<file path="src/reflet_pkg.sv">
package reflet_pkg;

    // Datapath and interrupt sizes
    localparam int word_size = 16;
    localparam int irq_count = 4;
    localparam int stack_depth = 4;

    // Derived widths
    localparam int slot_width = $clog2(irq_count);
    localparam int stack_index_width = $clog2(stack_depth);
    localparam int stack_ptr_width = stack_index_width + 1; // Counts 0 to stack_depth

    typedef logic [word_size-1:0] word_t;

    // 0 to 3 while a routine runs, 0 is the most urgent
    typedef logic [2:0] level_t;

    localparam level_t level_normal = 3'd4; // Normal context, no routine running

    // Instruction encodings
    localparam logic [5:0] opp_setint = 6'h0B; // Low two bits select the slot
    localparam logic [7:0] inst_retint = 8'h30;

    // Register file index of the program counter
    localparam logic [3:0] pc_id = 4'hF;

    // What the CPU shows the interrupt unit each cycle
    typedef struct packed {
        logic [7:0] instruction;
        word_t      working_register;
        word_t      program_counter;
    } cpu_bus_t;

    // What the interrupt unit hands back to the CPU
    typedef struct packed {
        word_t      value;    // Data to write back
        logic [3:0] dest_reg; // Register that receives value
        word_t      routine;  // Jump target on interrupt entry
    } irq_result_t;

endpackage

</file>
<file path="src/reflet_stack.sv">
`timescale 1ns/1ps

module reflet_stack #(
    parameter type entry_t = logic [7:0]
) (
    input  logic   clk,
    input  logic   reset,
    input  logic   enable,
    input  logic   push,
    input  logic   pop,
    input  entry_t data_in,
    output entry_t top
);

    entry_t entries [reflet_pkg::stack_depth];

    logic [reflet_pkg::stack_ptr_width-1:0] count; // Number of stored entries
    logic [reflet_pkg::stack_ptr_width-1:0] below;
    logic [reflet_pkg::stack_index_width-1:0] write_index;
    logic [reflet_pkg::stack_index_width-1:0] top_index;
    logic empty;
    logic full;

    assign empty = (count == '0);
    assign full = (int'(count) == reflet_pkg::stack_depth);

    assign below = count - 1'b1;
    assign write_index = count[reflet_pkg::stack_index_width-1:0];
    assign top_index = below[reflet_pkg::stack_index_width-1:0];

    // Pointer moves once per accepted push or pop
    always_ff @(posedge clk)
    begin
        if (!reset)
            count <= '0;
        else if (enable)
        begin
            if (push && !full)
                count <= count + 1'b1;
            else if (pop && !empty)
                count <= below;
        end
    end

    always_ff @(posedge clk)
    begin
        if (enable && push && !full)
            entries[write_index] <= data_in;
    end

    assign top = empty ? '0 : entries[top_index]; // Zero when nothing is saved

    // Caller contract
    assert property (@(posedge clk) disable iff (!reset) enable |-> !(push && pop))
        else $error("stack push and pop in the same cycle");
    assert property (@(posedge clk) disable iff (!reset) (enable && push) |-> !full)
        else $error("stack push while full");
    assert property (@(posedge clk) disable iff (!reset) (enable && pop) |-> !empty)
        else $error("stack pop while empty");

endmodule

</file>
<file path="src/reflet_irq_latch.sv">
`timescale 1ns/1ps

module reflet_irq_latch (
    input  logic                           clk,
    input  logic                           reset,
    input  logic                           enable,
    input  logic [reflet_pkg::irq_count-1:0] interrupt_request,
    input  logic [reflet_pkg::irq_count-1:0] int_mask,
    input  logic                           cpu_update,
    output reflet_pkg::level_t             target_level
);

    logic [reflet_pkg::irq_count-1:0] masked;
    logic [reflet_pkg::irq_count-1:0] pending;

    assign masked = interrupt_request & int_mask;

    // Short pulses stay pending until the CPU has looked at them
    always_ff @(posedge clk)
    begin
        if (!reset)
            pending <= '0;
        else if (enable)
        begin
            if (cpu_update)
                pending <= masked; // Fresh snapshot at each instruction
            else
                pending <= pending | masked;
        end
    end

    // Lowest pending index wins
    always_comb
    begin
        target_level = reflet_pkg::level_normal;
        for (int i = reflet_pkg::irq_count - 1; i >= 0; i--)
        begin
            if (pending[i])
                target_level = reflet_pkg::level_t'(i);
        end
    end

endmodule

</file>
<file path="src/reflet_irq_vectors.sv">
`timescale 1ns/1ps

module reflet_irq_vectors (
    input  logic                 clk,
    input  logic                 reset,
    input  reflet_pkg::cpu_bus_t cpu,
    input  reflet_pkg::level_t   target_level,
    output reflet_pkg::word_t    routine
);

    reflet_pkg::word_t routines [reflet_pkg::irq_count];

    logic is_setint;
    logic [reflet_pkg::slot_width-1:0] write_slot;
    reflet_pkg::level_t read_index;

    assign is_setint = (cpu.instruction[7:2] == reflet_pkg::opp_setint);
    assign write_slot = cpu.instruction[reflet_pkg::slot_width-1:0];

    // setint is honored even while the unit is disabled
    always_ff @(posedge clk)
    begin
        if (!reset)
        begin
            for (int i = 0; i < reflet_pkg::irq_count; i++)
                routines[i] <= '0;
        end
        else if (is_setint)
            routines[write_slot] <= cpu.working_register;
    end

    // Normal context falls back to slot 0
    assign read_index = (target_level == reflet_pkg::level_normal) ? '0 : target_level;
    assign routine = routines[read_index[reflet_pkg::slot_width-1:0]];

    assert property (@(posedge clk) disable iff (!reset)
        int'(read_index) < reflet_pkg::irq_count)
        else $error("routine table index out of range");

endmodule

</file>
<file path="src/reflet_interrupt.sv">
`timescale 1ns/1ps

module reflet_interrupt (
    input  logic                             clk,
    input  logic                             reset,
    input  logic                             enable,
    input  logic [reflet_pkg::irq_count-1:0] interrupt_request, // Bit 0 is interrupt 0
    input  logic [reflet_pkg::irq_count-1:0] int_mask,
    input  reflet_pkg::cpu_bus_t             cpu,
    input  logic                             cpu_update, // One pulse per executed instruction
    output reflet_pkg::irq_result_t          result,
    output logic                             interrupt
);

    reflet_pkg::level_t level;        // Level of the running context
    reflet_pkg::level_t target_level; // Most urgent pending request
    reflet_pkg::level_t level_top;    // Level to return to
    reflet_pkg::word_t  pc_top;       // Saved program counter
    reflet_pkg::word_t  routine;

    logic is_setint;
    logic is_retint;
    logic new_int;
    logic quit_int;

    // Instruction decode
    assign is_setint = (cpu.instruction[7:2] == reflet_pkg::opp_setint);
    assign is_retint = (cpu.instruction == reflet_pkg::inst_retint);

    reflet_irq_latch i_reflet_irq_latch (
        .clk               (clk),
        .reset             (reset),
        .enable            (enable),
        .interrupt_request (interrupt_request),
        .int_mask          (int_mask),
        .cpu_update        (cpu_update),
        .target_level      (target_level)
    );

    reflet_irq_vectors i_reflet_irq_vectors (
        .clk          (clk),
        .reset        (reset),
        .cpu          (cpu),
        .target_level (target_level),
        .routine      (routine)
    );

    // Entry only preempts a less urgent context
    assign new_int = enable && cpu_update && (target_level < level);

    // Entry wins over a retint in the same instruction
    assign quit_int = enable && cpu_update && is_retint && !new_int;

    always_ff @(posedge clk)
    begin
        if (!reset)
            level <= reflet_pkg::level_normal;
        else if (enable)
        begin
            if (new_int)
                level <= target_level;
            else if (quit_int)
                level <= level_top; // Back to the interrupted context
        end
    end

    // Return address of the interrupted code
    reflet_stack #(
        .entry_t (reflet_pkg::word_t)
    ) i_pc_stack (
        .clk     (clk),
        .reset   (reset),
        .enable  (enable),
        .push    (new_int),
        .pop     (quit_int),
        .data_in (cpu.program_counter),
        .top     (pc_top)
    );

    // Level of the interrupted context
    reflet_stack #(
        .entry_t (reflet_pkg::level_t)
    ) i_level_stack (
        .clk     (clk),
        .reset   (reset),
        .enable  (enable),
        .push    (new_int),
        .pop     (quit_int),
        .data_in (level),
        .top     (level_top)
    );

    // Write-back to the CPU
    always_comb
    begin
        result = '0;
        if (is_setint)
            result.value = cpu.working_register; // Acts like a no-op write
        else if (is_retint)
        begin
            result.value = pc_top - reflet_pkg::word_t'(1);
            result.dest_reg = reflet_pkg::pc_id;
        end
        result.routine = routine;
    end

    assign interrupt = new_int;

    // Level stays within the encoded range
    assert property (@(posedge clk) disable iff (!reset)
        level <= reflet_pkg::level_normal)
        else $error("interrupt level out of range");

    // Exit always returns to a less urgent context
    assert property (@(posedge clk) disable iff (!reset)
        quit_int |=> (level > $past(level)))
        else $error("level not restored on retint");

endmodule

</file>
<file path="config.mk">
export PLATFORM = sky130hd
export DESIGN_NAME = reflet_interrupt
export DESIGN_NICKNAME = d
export VERILOG_FILES = /design/src/reflet_pkg.sv /design/src/reflet_stack.sv /design/src/reflet_irq_latch.sv /design/src/reflet_irq_vectors.sv /design/src/reflet_interrupt.sv
export SDC_FILE = /design/constraint.sdc
export NUM_CORES = 1
export LEC_CHECK = 0
export BUFFER_PORTS_ARGS = -buffer_cell sky130_fd_sc_hd__buf_2
export CORE_UTILIZATION = 30
export DETAILED_ROUTE_END_ITERATION = 7
export PLACE_DENSITY = 0.58
export REMOVE_ABC_BUFFERS = 1
export SYNTH_ARGS = -nofsm -noshare
export SYNTH_HDL_FRONTEND = slang
export SYNTH_SLANG_ARGS = --single-unit
</file>
<file path="constraint.sdc">
create_clock -name clk -period 4.19 [get_ports clk]
set_clock_uncertainty 0.15 [all_clocks]
set_input_delay 0 -clock clk [delete_from_list [all_inputs] [get_ports clk]]
set_output_delay 0 -clock clk [all_outputs]
set_load 0.02 [all_outputs]
</file>
### Yosys cells after proc, flatten, opt, wreduce, memory -nomap -nowiden

Memory sizes are Yosys's and may differ from the RTL's.
Cells that the tools add are included.

* add/subtract/negate cells: 5
* order comparisons: 1
* equal/unequal tests: 5
* multiplexer cells: 28
* bitwise operators: 2
* reductions and logical operators: 25

Operators by type and width (count)
* $mux 16: 3
* $mux 3: 11
* $mux 20: 1
* $reduce_or 16->1: 1
* $sub 16x1->16 const B: 1
* $logic_and 1x1->1: 11
* $eq 3x3->1 const B: 3
* $mux 1: 9
* $eq 8x6->1 const B: 1
* $mux 4: 2
* $add 3x1->3 const B: 2
* $eq 6x4->1 const B: 1
* $logic_not 3->1: 2
* $reduce_and 2->1: 3
* $reduce_bool 2->1: 3
* $sub 3x1->3 const B: 2
* $logic_not 1->1: 5
* $and 4x4->4: 1
* $mux 2: 2
* $or 4x4->4: 1
* $lt 3x3->1: 1

* register bits: 13
* RAM bits: 140
* input port bits: 52
* output and inout port bits: 37
* logic and storage cells: 73
* memories: 3

Memories
* i_pc_stack.entries: depth 4, bits a word 16, rd ports 1, clocked after memory_dff 0, write ports 1, line reflet_stack.sv:15 `entry_t entries [reflet_pkg::stack_depth];`
* i_reflet_irq_vectors.routines: depth 4, bits a word 16, rd ports 1, clocked after memory_dff 0, write ports 4, line reflet_irq_vectors.sv:11 `reflet_pkg::word_t routines [reflet_pkg::irq_count];`
* i_level_stack.entries: depth 4, bits a word 3, rd ports 1, clocked after memory_dff 0, write ports 1, line reflet_stack.sv:15

### Longest topological paths before layout

Gate-level depths: netlist of run 1.

* word-level depth: 11
* mapped depth: 13
* mapped depth without buffers: 10

### By module

From an unflattened synthesis of run 1, not the netlist that was laid out.

* cell total of the unflattened synthesis: 513
* area, all modules: 7413.4 µm²

By module, submodules not included
* reflet_irq_vectors: times used 1, cells an instance 191, area an instance 3041.7 µm², seq. area each 1921.8 µm²
* reflet_stack (i_pc_stack): times used 1, cells an instance 136, area an instance 2720.1 µm², seq. area each 1981.9 µm²
* reflet_stack (i_level_stack): times used 1, cells an instance 53, area an instance 763.2 µm², seq. area each 420.4 µm²
* reflet_interrupt: times used 1, cells an instance 109, area an instance 691.9 µm², seq. area each 60.1 µm²
* reflet_irq_latch: times used 1, cells an instance 24, area an instance 196.4 µm², seq. area each 80.1 µm²

### Least setup slack after synthesis of run 1

Ideal clock, no wire load.

* kind: flip-flop to flip-flop
* from: register i_reflet_irq_latch.pending[2] (netlist name)
* to: memory i_pc_stack.entries[0][0] (netlist name), enable pin
* library setup time: 0.388 ns
* data arrival time: 2.941 ns
* required time: 3.652 ns
* path slack: 0.711 ns
* cell stages (with the launch flop): 10
* buffers on the path: 2
* clock period less this slack: 3.479 ns
* cells stage by stage: dfxtp_1 > nor2_1 > nor3_1 > clkbuf_1 > ha_1 > or2_2 > a211oi_1 > a21oi_1 > clkbuf_1 > nor2_1

* longest elaborated chain between the ends: 9

RTL lines
* start: declaration: line reflet_irq_latch.sv:14 `logic [reflet_pkg::irq_count-1:0] pending;`
* start signal: assignment: line reflet_irq_latch.sv:26 `pending <= masked;`
* start signal: assignment: line reflet_irq_latch.sv:28 `pending <= pending | masked;`
* $mux 3 (3 in a row): line reflet_irq_latch.sv:38 `if (pending[i])`
* $lt 3x3->1: line reflet_interrupt.sv:49 `assign new_int = enable && cpu_update && (target_level < level);`
* $logic_and 1x1->1: line reflet_interrupt.sv:49
* $logic_and 1x1->1 (2 in a row): line reflet_stack.sv:47 `if (enable && push && !full)`
* $mux 1: line reflet_stack.sv:47
* $mux 1 (implied by the code): line reflet_stack.sv:48 `entries[write_index] <= data_in;`
* end: declaration: line reflet_stack.sv:15

No other way between the ends.

==> flow_metrics.tcl, run 1 <==
set metrics [dict create \
    status "finished, final reports clean" \
    syn_inst 542 \
    cts.sinks 153 \
    rsz0062_at_grt "false" \
    dp.cells 932 \
    drc_errors 0 \
    final_area_um2 9010 \
    synth_most_common_cell "edfxtp_1" \
    min_period_over_period_pct 85.5 \
    gp_congestion 0.814 \
    nNetsFinal 740 \
    synthDominantCellAreaShare_pct 58.6 \
    fin_cells 1006 \
    peakVddDrop_v 0.000297 \
    synth_simple_gate_area_share_pct 18.0 \
    cts_setup_buffers 0 \
    cp_slowest_stage_delay_ns 0.59 \
    grt_pass1_wl_um 26000 \
    wire_per_inst_um 16.5 \
    synth_top_family_by_area "simple AND/OR/NAND/NOR gates" \
    synth-compound-area-share_pct 8.19 \
    hold_viol_final 0 \
    cp_common_cell "ha_1" \
    start_util_pct 30.6 \
    synth_flop_cell "edfxtp_1" \
    ys_warn_count 0 \
    diodes 0 \
    h-tree-depth 4 \
    hold_class "in2reg" \
    dpl-instance-area_um2 7990 \
    clkSlewWorstSetupHoldPaths_ns 0.06 \
    core_area_um2 23500 \
    critPathTopFamily "adder cells" \
    crit_buf_inv 3 \
    die-area_um2 24600 \
    synth_common_cells "edfxtp_1, and2_1, nand2_1" \
    vias 4743 \
    slew_headroom_pct 41.1 \
    cp_max_fo 11 \
    grt_usage_pct 14.2 \
    fill_cells 2242 \
    post-place-ws_ns 1.01 \
    syn_to_final_growth_pct 25.6 \
    ant_nets 0 \
    drv_cap 0 \
    setup_slack_ns 0.609 \
    path_class "reg2out" \
    fp.dieW_um 157 \
    synth-xor-area-share_pct 0.732 \
    critPathLaunchType "flip-flop" \
    grt_pass1_vias 4582 \
    cts_tree "yes" \
    dp_hpwl_um 11100 \
    synth_adder_area_share_pct 2.27 \
    port_buffers 88 \
    crit_path_cell_trace "inv_1 > ha_1 > buf_4 > mux4_2 > nand2_1 > ha_1 > o21ai_1 > o311ai_0 > nand3_1 > buf_2" \
    synth_area_um2 7180 \
    ys_seq_elements 153 \
    syn_avg_cell_area_um2 13.2 \
    timing.fmax_mhz 279 \
    tightest_slew_ns 0.884 \
    worst-endpoint-required_ns 4.04 \
    worstPathArrival_ns 3.43 \
    post-route-util_pct 38.4 \
    synth-edff-count 140 \
    yosys.area.top_type "edfxtp_1" \
    drive_above_1_share_pct 24.0 \
    rows 56 \
    finalSetupViolCount 0 \
    synth.mux.area_fraction_pct 5.96 \
    fp.dieH_um 157 \
    grt_max_degree 36 \
    yosysUniqueCellTypes 59 \
    cts_buffers 17 \
    synth-seq-area-share_pct 62.2 \
    cts-root-buf "clkbuf_16" \
    netlist_top_cells_area "edfxtp_1, and2_1, mux4_2, dfxtp_1, nand2_1" \
    clk_path_buf_depth 2 \
    clkLatencyLatePin_ns 0.42 \
    drt_wl_total_um 16600 \
    drt_iter0_markers 326 \
    min_period_ns 3.58 \
    slew_violations 0 \
    vias_per_cell 4.71 \
    p_leak_nw 3.32 \
    gr-total-overflow 0 \
    p_per_area_nw_per_um2 443 \
    ys_async_sr_fraction_pct 0 \
    end_kind "primary output" \
    ios 89 \
    power_w 0.00400 \
    antenna_found_initial 0 \
    cp_slowest_cell "ha_1" \
    dr.pass1.iters 4 \
]
[cell families (layout without fill, tap and decap cells)]
group,after synthesis,after routing
DFF,153,153
muxes,19,19
xor gates and xnor gates,6,6
buffers and inverters,39,184
and+or+nand+nor,227,227
adders and majority gates,13,13
AOI/OAI and AO/OA,85,85
[final cells by class]
class	instances	area [um2]	area share, %
clock buffer	17	425	4.72
tap	319	399	4.43
sequential	153	4460	49.5
multi-input combinational	350	2550	28.2
inverter	8	35.0	0.389
clock inverter	14	169	1.87
timing repair buffer	145	976	10.8
[flip-flops by register name, indices dropped and copies added (netlist names)]
| signal | cells |
|---|---|
| i_reflet_irq_vectors.routines | 64 |
| i_level_stack.count | 3 |
| i_pc_stack.entries | 64 |
| level | 3 |
| i_pc_stack.count | 3 |
| i_reflet_irq_latch.pending | 4 |
| i_level_stack.entries | 12 |
[path summary, 6_finish.rpt]
path                                                   start                                    end  slack [ns]  cells past startpoint
setup / recovery            i_pc_stack.count[1]$_SDFFE_PN0P_                             result[30]        0.61                     10
setup reg to reg  i_reflet_irq_latch.pending[3]$_SDFFE_PN0P_     i_pc_stack.entries[1][0]$_DFFE_PP_        1.05                      9
hold reg to reg                        level[2]$_SDFFE_PN1P_  i_level_stack.entries[1][2]$_DFFE_PP_        0.40                      0
hold / removal                                        enable       i_pc_stack.count[0]$_SDFFE_PN0P_        0.02                      5
[cells in the final DEF, fill, tap and decap left out, types with 4 or more instances in the layout]
master	instances
edfxtp_1	140
buf_2	88
and2_1	74
nand2_1	56
dlygate4sd3_1	43
and3_1	23
mux4_2	19
a31oi_1	18
a211oi_1	17
clkbuf_16	17
nor2_1	16
o21ai_0	15
buf_4	14
ha_1	13
dfxtp_1	13
nor2b_1	9
a21oi_1	8
nand2b_1	7
nand3_1	7
inv_1	6
nor3_1	5
or3_1	4
nor3b_1	4
a221o_1	4
a32oi_1	4
[worst min-delay path, delay by kind of cell]
family          cells  cell delay, ns
compound gates      1            0.12
buf+inv             1            0.15
simple gates        3            0.29
[metrics by stage]
stage               TNS [ns]  hold WS [ns]
floorplan             -44.78       -0.0738
global placement           0        0.0676
detailed placement         0        0.0726
CTS                        0       0.00407
global route               0        0.0564
finish                     0        0.0210
[routing by layer]
layer  track usage, %  wire length, um
met5                0                0
met4             4.81              177
met3             2.66              670
met2             23.5             8200
met1             18.7             7570
[what timing repair did]
| item | in CTS | in global routing |
|---|---|---|
| endpoints found under the setup margin | 0 | 0 |
| gates resized for setup | 0 | 0 |
| hold buffers | 43 | 0 |
| hold endpoints to repair | 135 | 0 |
[power breakdown]
part	internal (W)	total [W]	switching, W	leakage [nW]
clock network	0.000890	0.00152	0.000631	0.284
registers	0.00174	0.00177	0.0000285	1.40
logic	0.000284	0.000708	0.000424	1.64
No activity file was read; power rests on OpenSTA's default activity.
==> run 2, diff against run 1 <==
==> constraint.sdc (replaced) <==
create_clock -name clk -period 4 [get_ports clk]
set_clock_uncertainty 0.15 [all_clocks]
set_input_delay 0 -clock clk [delete_from_list [all_inputs] [get_ports clk]]
set_output_delay 0 -clock clk [all_outputs]
set_load 0.02 [all_outputs]
==> run 2 against run 1 <==
  * Clock power about the same
  * Combinational power increased by 5.2%
  * Worst hold slack improved by 0.011 ns
  * Cell area increased by 0.33%
  * Non-clock buffer count increased by 7
  * Power increased by 3.7%
  * Critical path depth unchanged
==> flow_metrics.tcl, run 2 (same netlist as run 1, synthesis figures left out) <==
set metrics [dict create \
    drive_above_1_share_pct 23.6 \
    start_util_pct 30.6 \
    min_period_over_period_pct 89.6 \
    final_common_cell "edfxtp_1" \
    drt_wl_total_um 16700 \
    critPathLaunchType "flip-flop" \
    antenna_found_initial 0 \
    layout_common_cells "edfxtp_1, buf_2, and2_1, nand2_1, dlygate4sd3_1" \
    worstPathArrival_ns 3.43 \
    largestRegisters "i_pc_stack.entries (64), i_reflet_irq_vectors.routines (64), i_level_stack.entries (12)" \
    drc_errors 0 \
    critPathTopFamily "simple AND/OR/NAND/NOR gates" \
    grt_usage_pct 14.2 \
    grt_max_degree 36 \
    grt_pass1_vias 4726 \
    finalSetupViolCount 0 \
    cts_setup_buffers 0 \
    fp.dieW_um 157 \
    h-tree-depth 4 \
    timing.fmax_mhz 279 \
    clkSlewWorstSetupHoldPaths_ns 0.06 \
    drt_iter0_markers 326 \
    drv_cap 0 \
    gr-total-overflow 0 \
    port_buffers 88 \
    final_area_um2 9040 \
    cp_max_fo 14 \
    hold_viol_final 0 \
    gp_congestion 0.806 \
    crit_path_cell_trace "inv_1 > ha_1 > buf_4 > mux4_2 > nor3_4 > nand4_1 > xnor2_1 > o21ai_0 > nand2_1 > buf_2" \
    nNetsFinal 747 \
    ios 89 \
    syn_to_final_growth_pct 26.0 \
    setup_slack_ns 0.416 \
    rows 56 \
    hold_class "in2reg" \
    status "finished, final reports clean" \
    path_class "reg2out" \
    min_period_ns 3.58 \
    cts-root-buf "clkbuf_16" \
    slew_violations 0 \
    slew_headroom_pct 40.0 \
    p_leak_nw 3.34 \
    wire_per_inst_um 16.5 \
    peakVddDrop_v 0.000290 \
    tightest_slew_ns 0.892 \
    p_per_area_nw_per_um2 458 \
    cp_slowest_stage_delay_ns 0.63 \
    cp_slowest_cell "ha_1" \
    vias_per_cell 4.70 \
    rsz0062_at_grt "false" \
    clkLatencyLatePin_ns 0.42 \
    clk_path_buf_depth 2 \
    diodes 0 \
    end_kind "primary output" \
    grt_pass1_wl_um 25900 \
    fp.dieH_um 157 \
    dp_hpwl_um 11100 \
    worst-endpoint-required_ns 3.85 \
    vias 4762 \
    core_area_um2 23500 \
    cts_tree "yes" \
    dr.pass1.iters 5 \
    cts.sinks 153 \
    die-area_um2 24600 \
    ant_nets 0 \
    cts_buffers 17 \
    crit_buf_inv 3 \
    fill_cells 2211 \
    dpl-instance-area_um2 8010 \
    post-place-ws_ns 0.792 \
    post-route-util_pct 38.5 \
    reg2reg_setup_slack_ns 0.79 \
]
[run 2: cell types whose count changed in the layout (fill, tap and decap cells not counted), sizes merged]
cell | before | now
clkinv | 7 | 4
inv | 10 | 8
buf | 102 | 105
clkbuf | 17 | 21
clkinvlp | 3 | 4
dlygate4sd3 | 43 | 47
[run 2: report_power, final]
part	internal [W]	leakage [nW]	switching, W	total (W)
combinational	0.000301	1.68	0.000444	0.000745
sequential	0.00182	1.40	0.0000298	0.00185
clock	0.000918	0.260	0.000629	0.00155
[run 2: final cells by class]
type                    instances  area, um2  share of cell area, %
flip-flops and latches        153       4460                   49.4
multi-input cells             350       2550                   28.2
clock inverters                10        121                   1.34
well taps                     319        399                   4.41
inverters                       8       35.0                  0.387
repair buffers                152       1040                   11.5
clock buffers                  21        440                   4.87
[run 2: repair_timing]
| item | 4_1_cts | 5_1_grt |
|---|---|---|
| endpoints found under the hold margin | 138 | 0 |
| gates resized for setup | 0 | 0 |
| hold buffers | 47 | 0 |
[run 2: metrics by stage]
step           cells  power, W  hold WS (ns)  setup TNS (ns)
6_report        1013   0.00414        0.0320               0
5_1_grt         1013   0.00431        0.0674               0
4_1_cts         1013   0.00418        0.0173               0
3_5_place_dp     935   0.00260        0.0698               0
3_3_place_gp     935   0.00259        0.0653               0
2_1_floorplan    511   0.00235       -0.0738          -69.66
[run 2: worst paths after layout]
kind	start	endpoint	cells after the start
worst max-delay path	i_pc_stack.count[1]$_SDFFE_PN0P_	result[31]	10
worst min-delay path	enable	i_pc_stack.count[0]$_SDFFE_PN0P_	5
worst min register to register	level[1]$_SDFFE_PN0P_	i_level_stack.entries[1][1]$_DFFE_PP_	0
worst max register to register	i_reflet_irq_latch.pending[2]$_SDFFE_PN0P_	i_pc_stack.entries[3][0]$_DFFE_PP_	10
[run 2: tightest hold or removal path, stage by stage]
cell     delay (ns)
buf_2          0.15
nand3_4        0.09
nor3_1         0.05
o21ai_0        0.12
and3_1         0.16
[run 2: metal layers]
metal	share of wire, %	vias up	GRT usage, %
met5	0	-	0
met4	1.9	0	5.51
met3	4.2	19	2.63
met2	48	120	23.9
met1	46	2298	18.2
li1	-	2325	-
==> run 3, diff against run 2 <==
--- a/config.mk
+++ b/config.mk
@@ -6,9 +6,10 @@
 export NUM_CORES = 1
 export LEC_CHECK = 0
 export BUFFER_PORTS_ARGS = -buffer_cell sky130_fd_sc_hd__buf_2
-export CORE_UTILIZATION = 30
+export CORE_UTILIZATION = 46
+export CTS_BUF_LIST = sky130_fd_sc_hd__clkbuf_16
 export DETAILED_ROUTE_END_ITERATION = 7
-export PLACE_DENSITY = 0.58
+export PLACE_DENSITY = 0.77
 export REMOVE_ABC_BUFFERS = 1
 export SYNTH_ARGS = -nofsm -noshare
 export SYNTH_HDL_FRONTEND = slang
==> run 3 against run 2 <==
  * Non-clock buffer count decreased by 8
  * Worst hold slack gained 0.016 ns
  * Critical path depth is the same
  * Largest cell class unchanged
==> flow_metrics.tcl, run 3 (same netlist as run 1, synthesis figures left out) <==
set metrics [dict create \
    fp.dieH_um 127 \
    cts-root-buf "clkbuf_16" \
    power_w 0.00416 \
    r2r_start "i_reflet_irq_latch.pending[2]$_SDFFE_PN0P_" \
    grt_pass1_wl_um 25300 \
    seq_area_um2 4460 \
    antenna_found_initial 0 \
    p_leak_nw 3.32 \
    cts_buffers 17 \
    clkLatencyLatePin_ns 0.42 \
    cp_slowest_stage_delay_ns 0.61 \
    critPathTopFamily "buffers and inverters" \
    grt_pass1_vias 4869 \
    cp_max_fo 12 \
    dr.pass1.iters 4 \
    start_util_pct 47.2 \
    tightest_slew_ns 0.840 \
    core_area_um2 15200 \
    vias 4943 \
    hold_class "in2reg" \
    worst-endpoint-required_ns 3.85 \
    whs_path_depth 5 \
    vias_per_cell 5.66 \
    hold_start "enable" \
    grt_max_degree 36 \
    timing.fmax_mhz 277 \
    cts_setup_buffers 0 \
    post_cts_resized 0 \
    hold-path-endpoint "i_pc_stack.count[0]$_SDFFE_PN0P_" \
    worstRegToRegCells 8 \
    gp_congestion 0.874 \
    min_period_over_period_pct 90.2 \
    path_class "reg2out" \
    cts.sinks 153 \
    worstPathArrival_ns 3.46 \
    r2r-end "i_pc_stack.entries[3][11]$_DFFE_PP_" \
    port_buffers 88 \
    fill_cells 1173 \
    ant_nets 0 \
    drv_cap 0 \
    peakVddDrop_v 0.000287 \
    drt_wl_total_um 15800 \
    min_period_ns 3.61 \
    crit_buf_inv 3 \
    rows 45 \
    largestRegisters "i_pc_stack.entries (64), i_reflet_irq_vectors.routines (64), i_level_stack.entries (12)" \
    slew_headroom_pct 44.0 \
    status "finished, final reports clean" \
    gr-total-overflow 0 \
    slew_violations 0 \
    clk_path_buf_depth 2 \
    drive_above_1_share_pct 23.5 \
    hold_viol_final 0 \
    cp_slowest_cell "ha_1" \
    rsz0062_at_grt "false" \
    clkSlewWorstSetupHoldPaths_ns 0.06 \
    fp.dieW_um 127 \
    final_common_cell "edfxtp_1" \
    layout_common_cells "edfxtp_1, buf_2, and2_1, nand2_1, dlygate4sd3_1" \
    grt_usage_pct 20.8 \
    ios 89 \
    finalSetupViolCount 0 \
    nNetsFinal 739 \
    drc_errors 0 \
    drt_iter0_markers 330 \
    holdBufCountCts 43 \
    p_per_area_nw_per_um2 471 \
    reg2reg_setup_slack_ns 0.88 \
    syn_to_final_growth_pct 23.0 \
    wire_per_inst_um 18.1 \
    end_kind "primary output" \
    die-area_um2 16100 \
    hold-worst-slack_ns 0.0478 \
    critPathLaunchType "flip-flop" \
    dp_hpwl_um 10400 \
    h-tree-depth 4 \
    crit_path_cell_trace "inv_1 > ha_1 > buf_4 > mux4_2 > nor3_4 > nand2b_1 > a21oi_1 > a31oi_1 > o21ai_0 > buf_2" \
    cts_tree "yes" \
    diodes 0 \
    multi_input_area_um2 2550 \
]
==> run 3: cell count changes in the layout (fill, tap and decap cells not counted) <==
| cell | previous run | this run |
|---|---|---|
| dlygate4sd3_1 | 47 | 43 |
| clkbuf_1 | 4 | 0 |
| inv_1 | 6 | 9 |
| clkinv_2 | 1 | 3 |
| clkinvlp_4 | 4 | 2 |
| buf_4 | 17 | 13 |
| bufinv_16 | 2 | 3 |
==> run 3: per-layer routing <==
| layer | part of all wire [%] | vias up | GRT usage (%) |
|---|---|---|---|
| met5 | 0 | - | 0 |
| met3 | 5.4 | 34 | 4.26 |
| li1 | - | 2312 | - |
| met1 | 40 | 2423 | 25.3 |
| met4 | 2.9 | 0 | 9.52 |
| met2 | 52 | 174 | 35.6 |
==> run 3: worst max-delay path by stage <==
stage | startpoint | to | slack (ns) | cells past startpoint
2_1_floorplan | i_reflet_irq_latch.pending[2]$_SDFFE_PN0P_ | i_pc_stack.entries[3][0]$_DFFE_PP_ | -0.68 | 8
3_3_place_gp | i_reflet_irq_latch.pending[2]$_SDFFE_PN0P_ | i_pc_stack.entries[2][5]$_DFFE_PP_ | 1.01 | 8
3_5_place_dp | i_reflet_irq_latch.pending[2]$_SDFFE_PN0P_ | i_pc_stack.entries[3][5]$_DFFE_PP_ | 0.89 | 8
4_1_cts | i_pc_stack.count[1]$_SDFFE_PN0P_ | result[27] | 0.43 | 10
5_1_grt | i_pc_stack.count[1]$_SDFFE_PN0P_ | result[35] | 0.21 | 10
6_report | i_pc_stack.count[1]$_SDFFE_PN0P_ | result[28] | 0.39 | 10
==> run 3: area by class of cell <==
cell class / instances / share of cell area (%)
flip-flops and latches: 153 / 50.5
multi-input cells: 350 / 28.8
well taps: 188 / 2.66
clock buffers: 17 / 4.82
repair buffers: 144 / 11.0
inverters: 8 / 0.397
clock inverters: 14 / 1.78
==> run 3: report_power, final <==
group | switching (W) | internal (W) | leakage [nW]
clock | 0.000596 | 0.000970 | 0.293
combinational | 0.000441 | 0.000297 | 1.63
sequential | 0.0000311 | 0.00182 | 1.40
==> run 3: tightest hold or removal path, stage by stage <==
cell and delay [ns]:
buf_2 0.15, nand3_4 0.08, nor3_1 0.05, o21ai_0 0.12, and3_1 0.16
==> run 3: metrics by stage <==
step / setup TNS (ns) / utilization, % / instance area (um2) / setup slack, ns / cells
6_report: 0 / 58.1 / 8830 / 0.394 / 874
3_5_place_dp: 0 / 51.4 / 7820 / 0.888 / 800
4_1_cts: 0 / 58.1 / 8830 / 0.434 / 874
3_3_place_gp: 0 / 51.4 / 7820 / 1.01 / 800
5_1_grt: 0 / 58.1 / 8830 / 0.212 / 874
2_1_floorplan: -69.66 / - / 7020 / -0.678 / 511
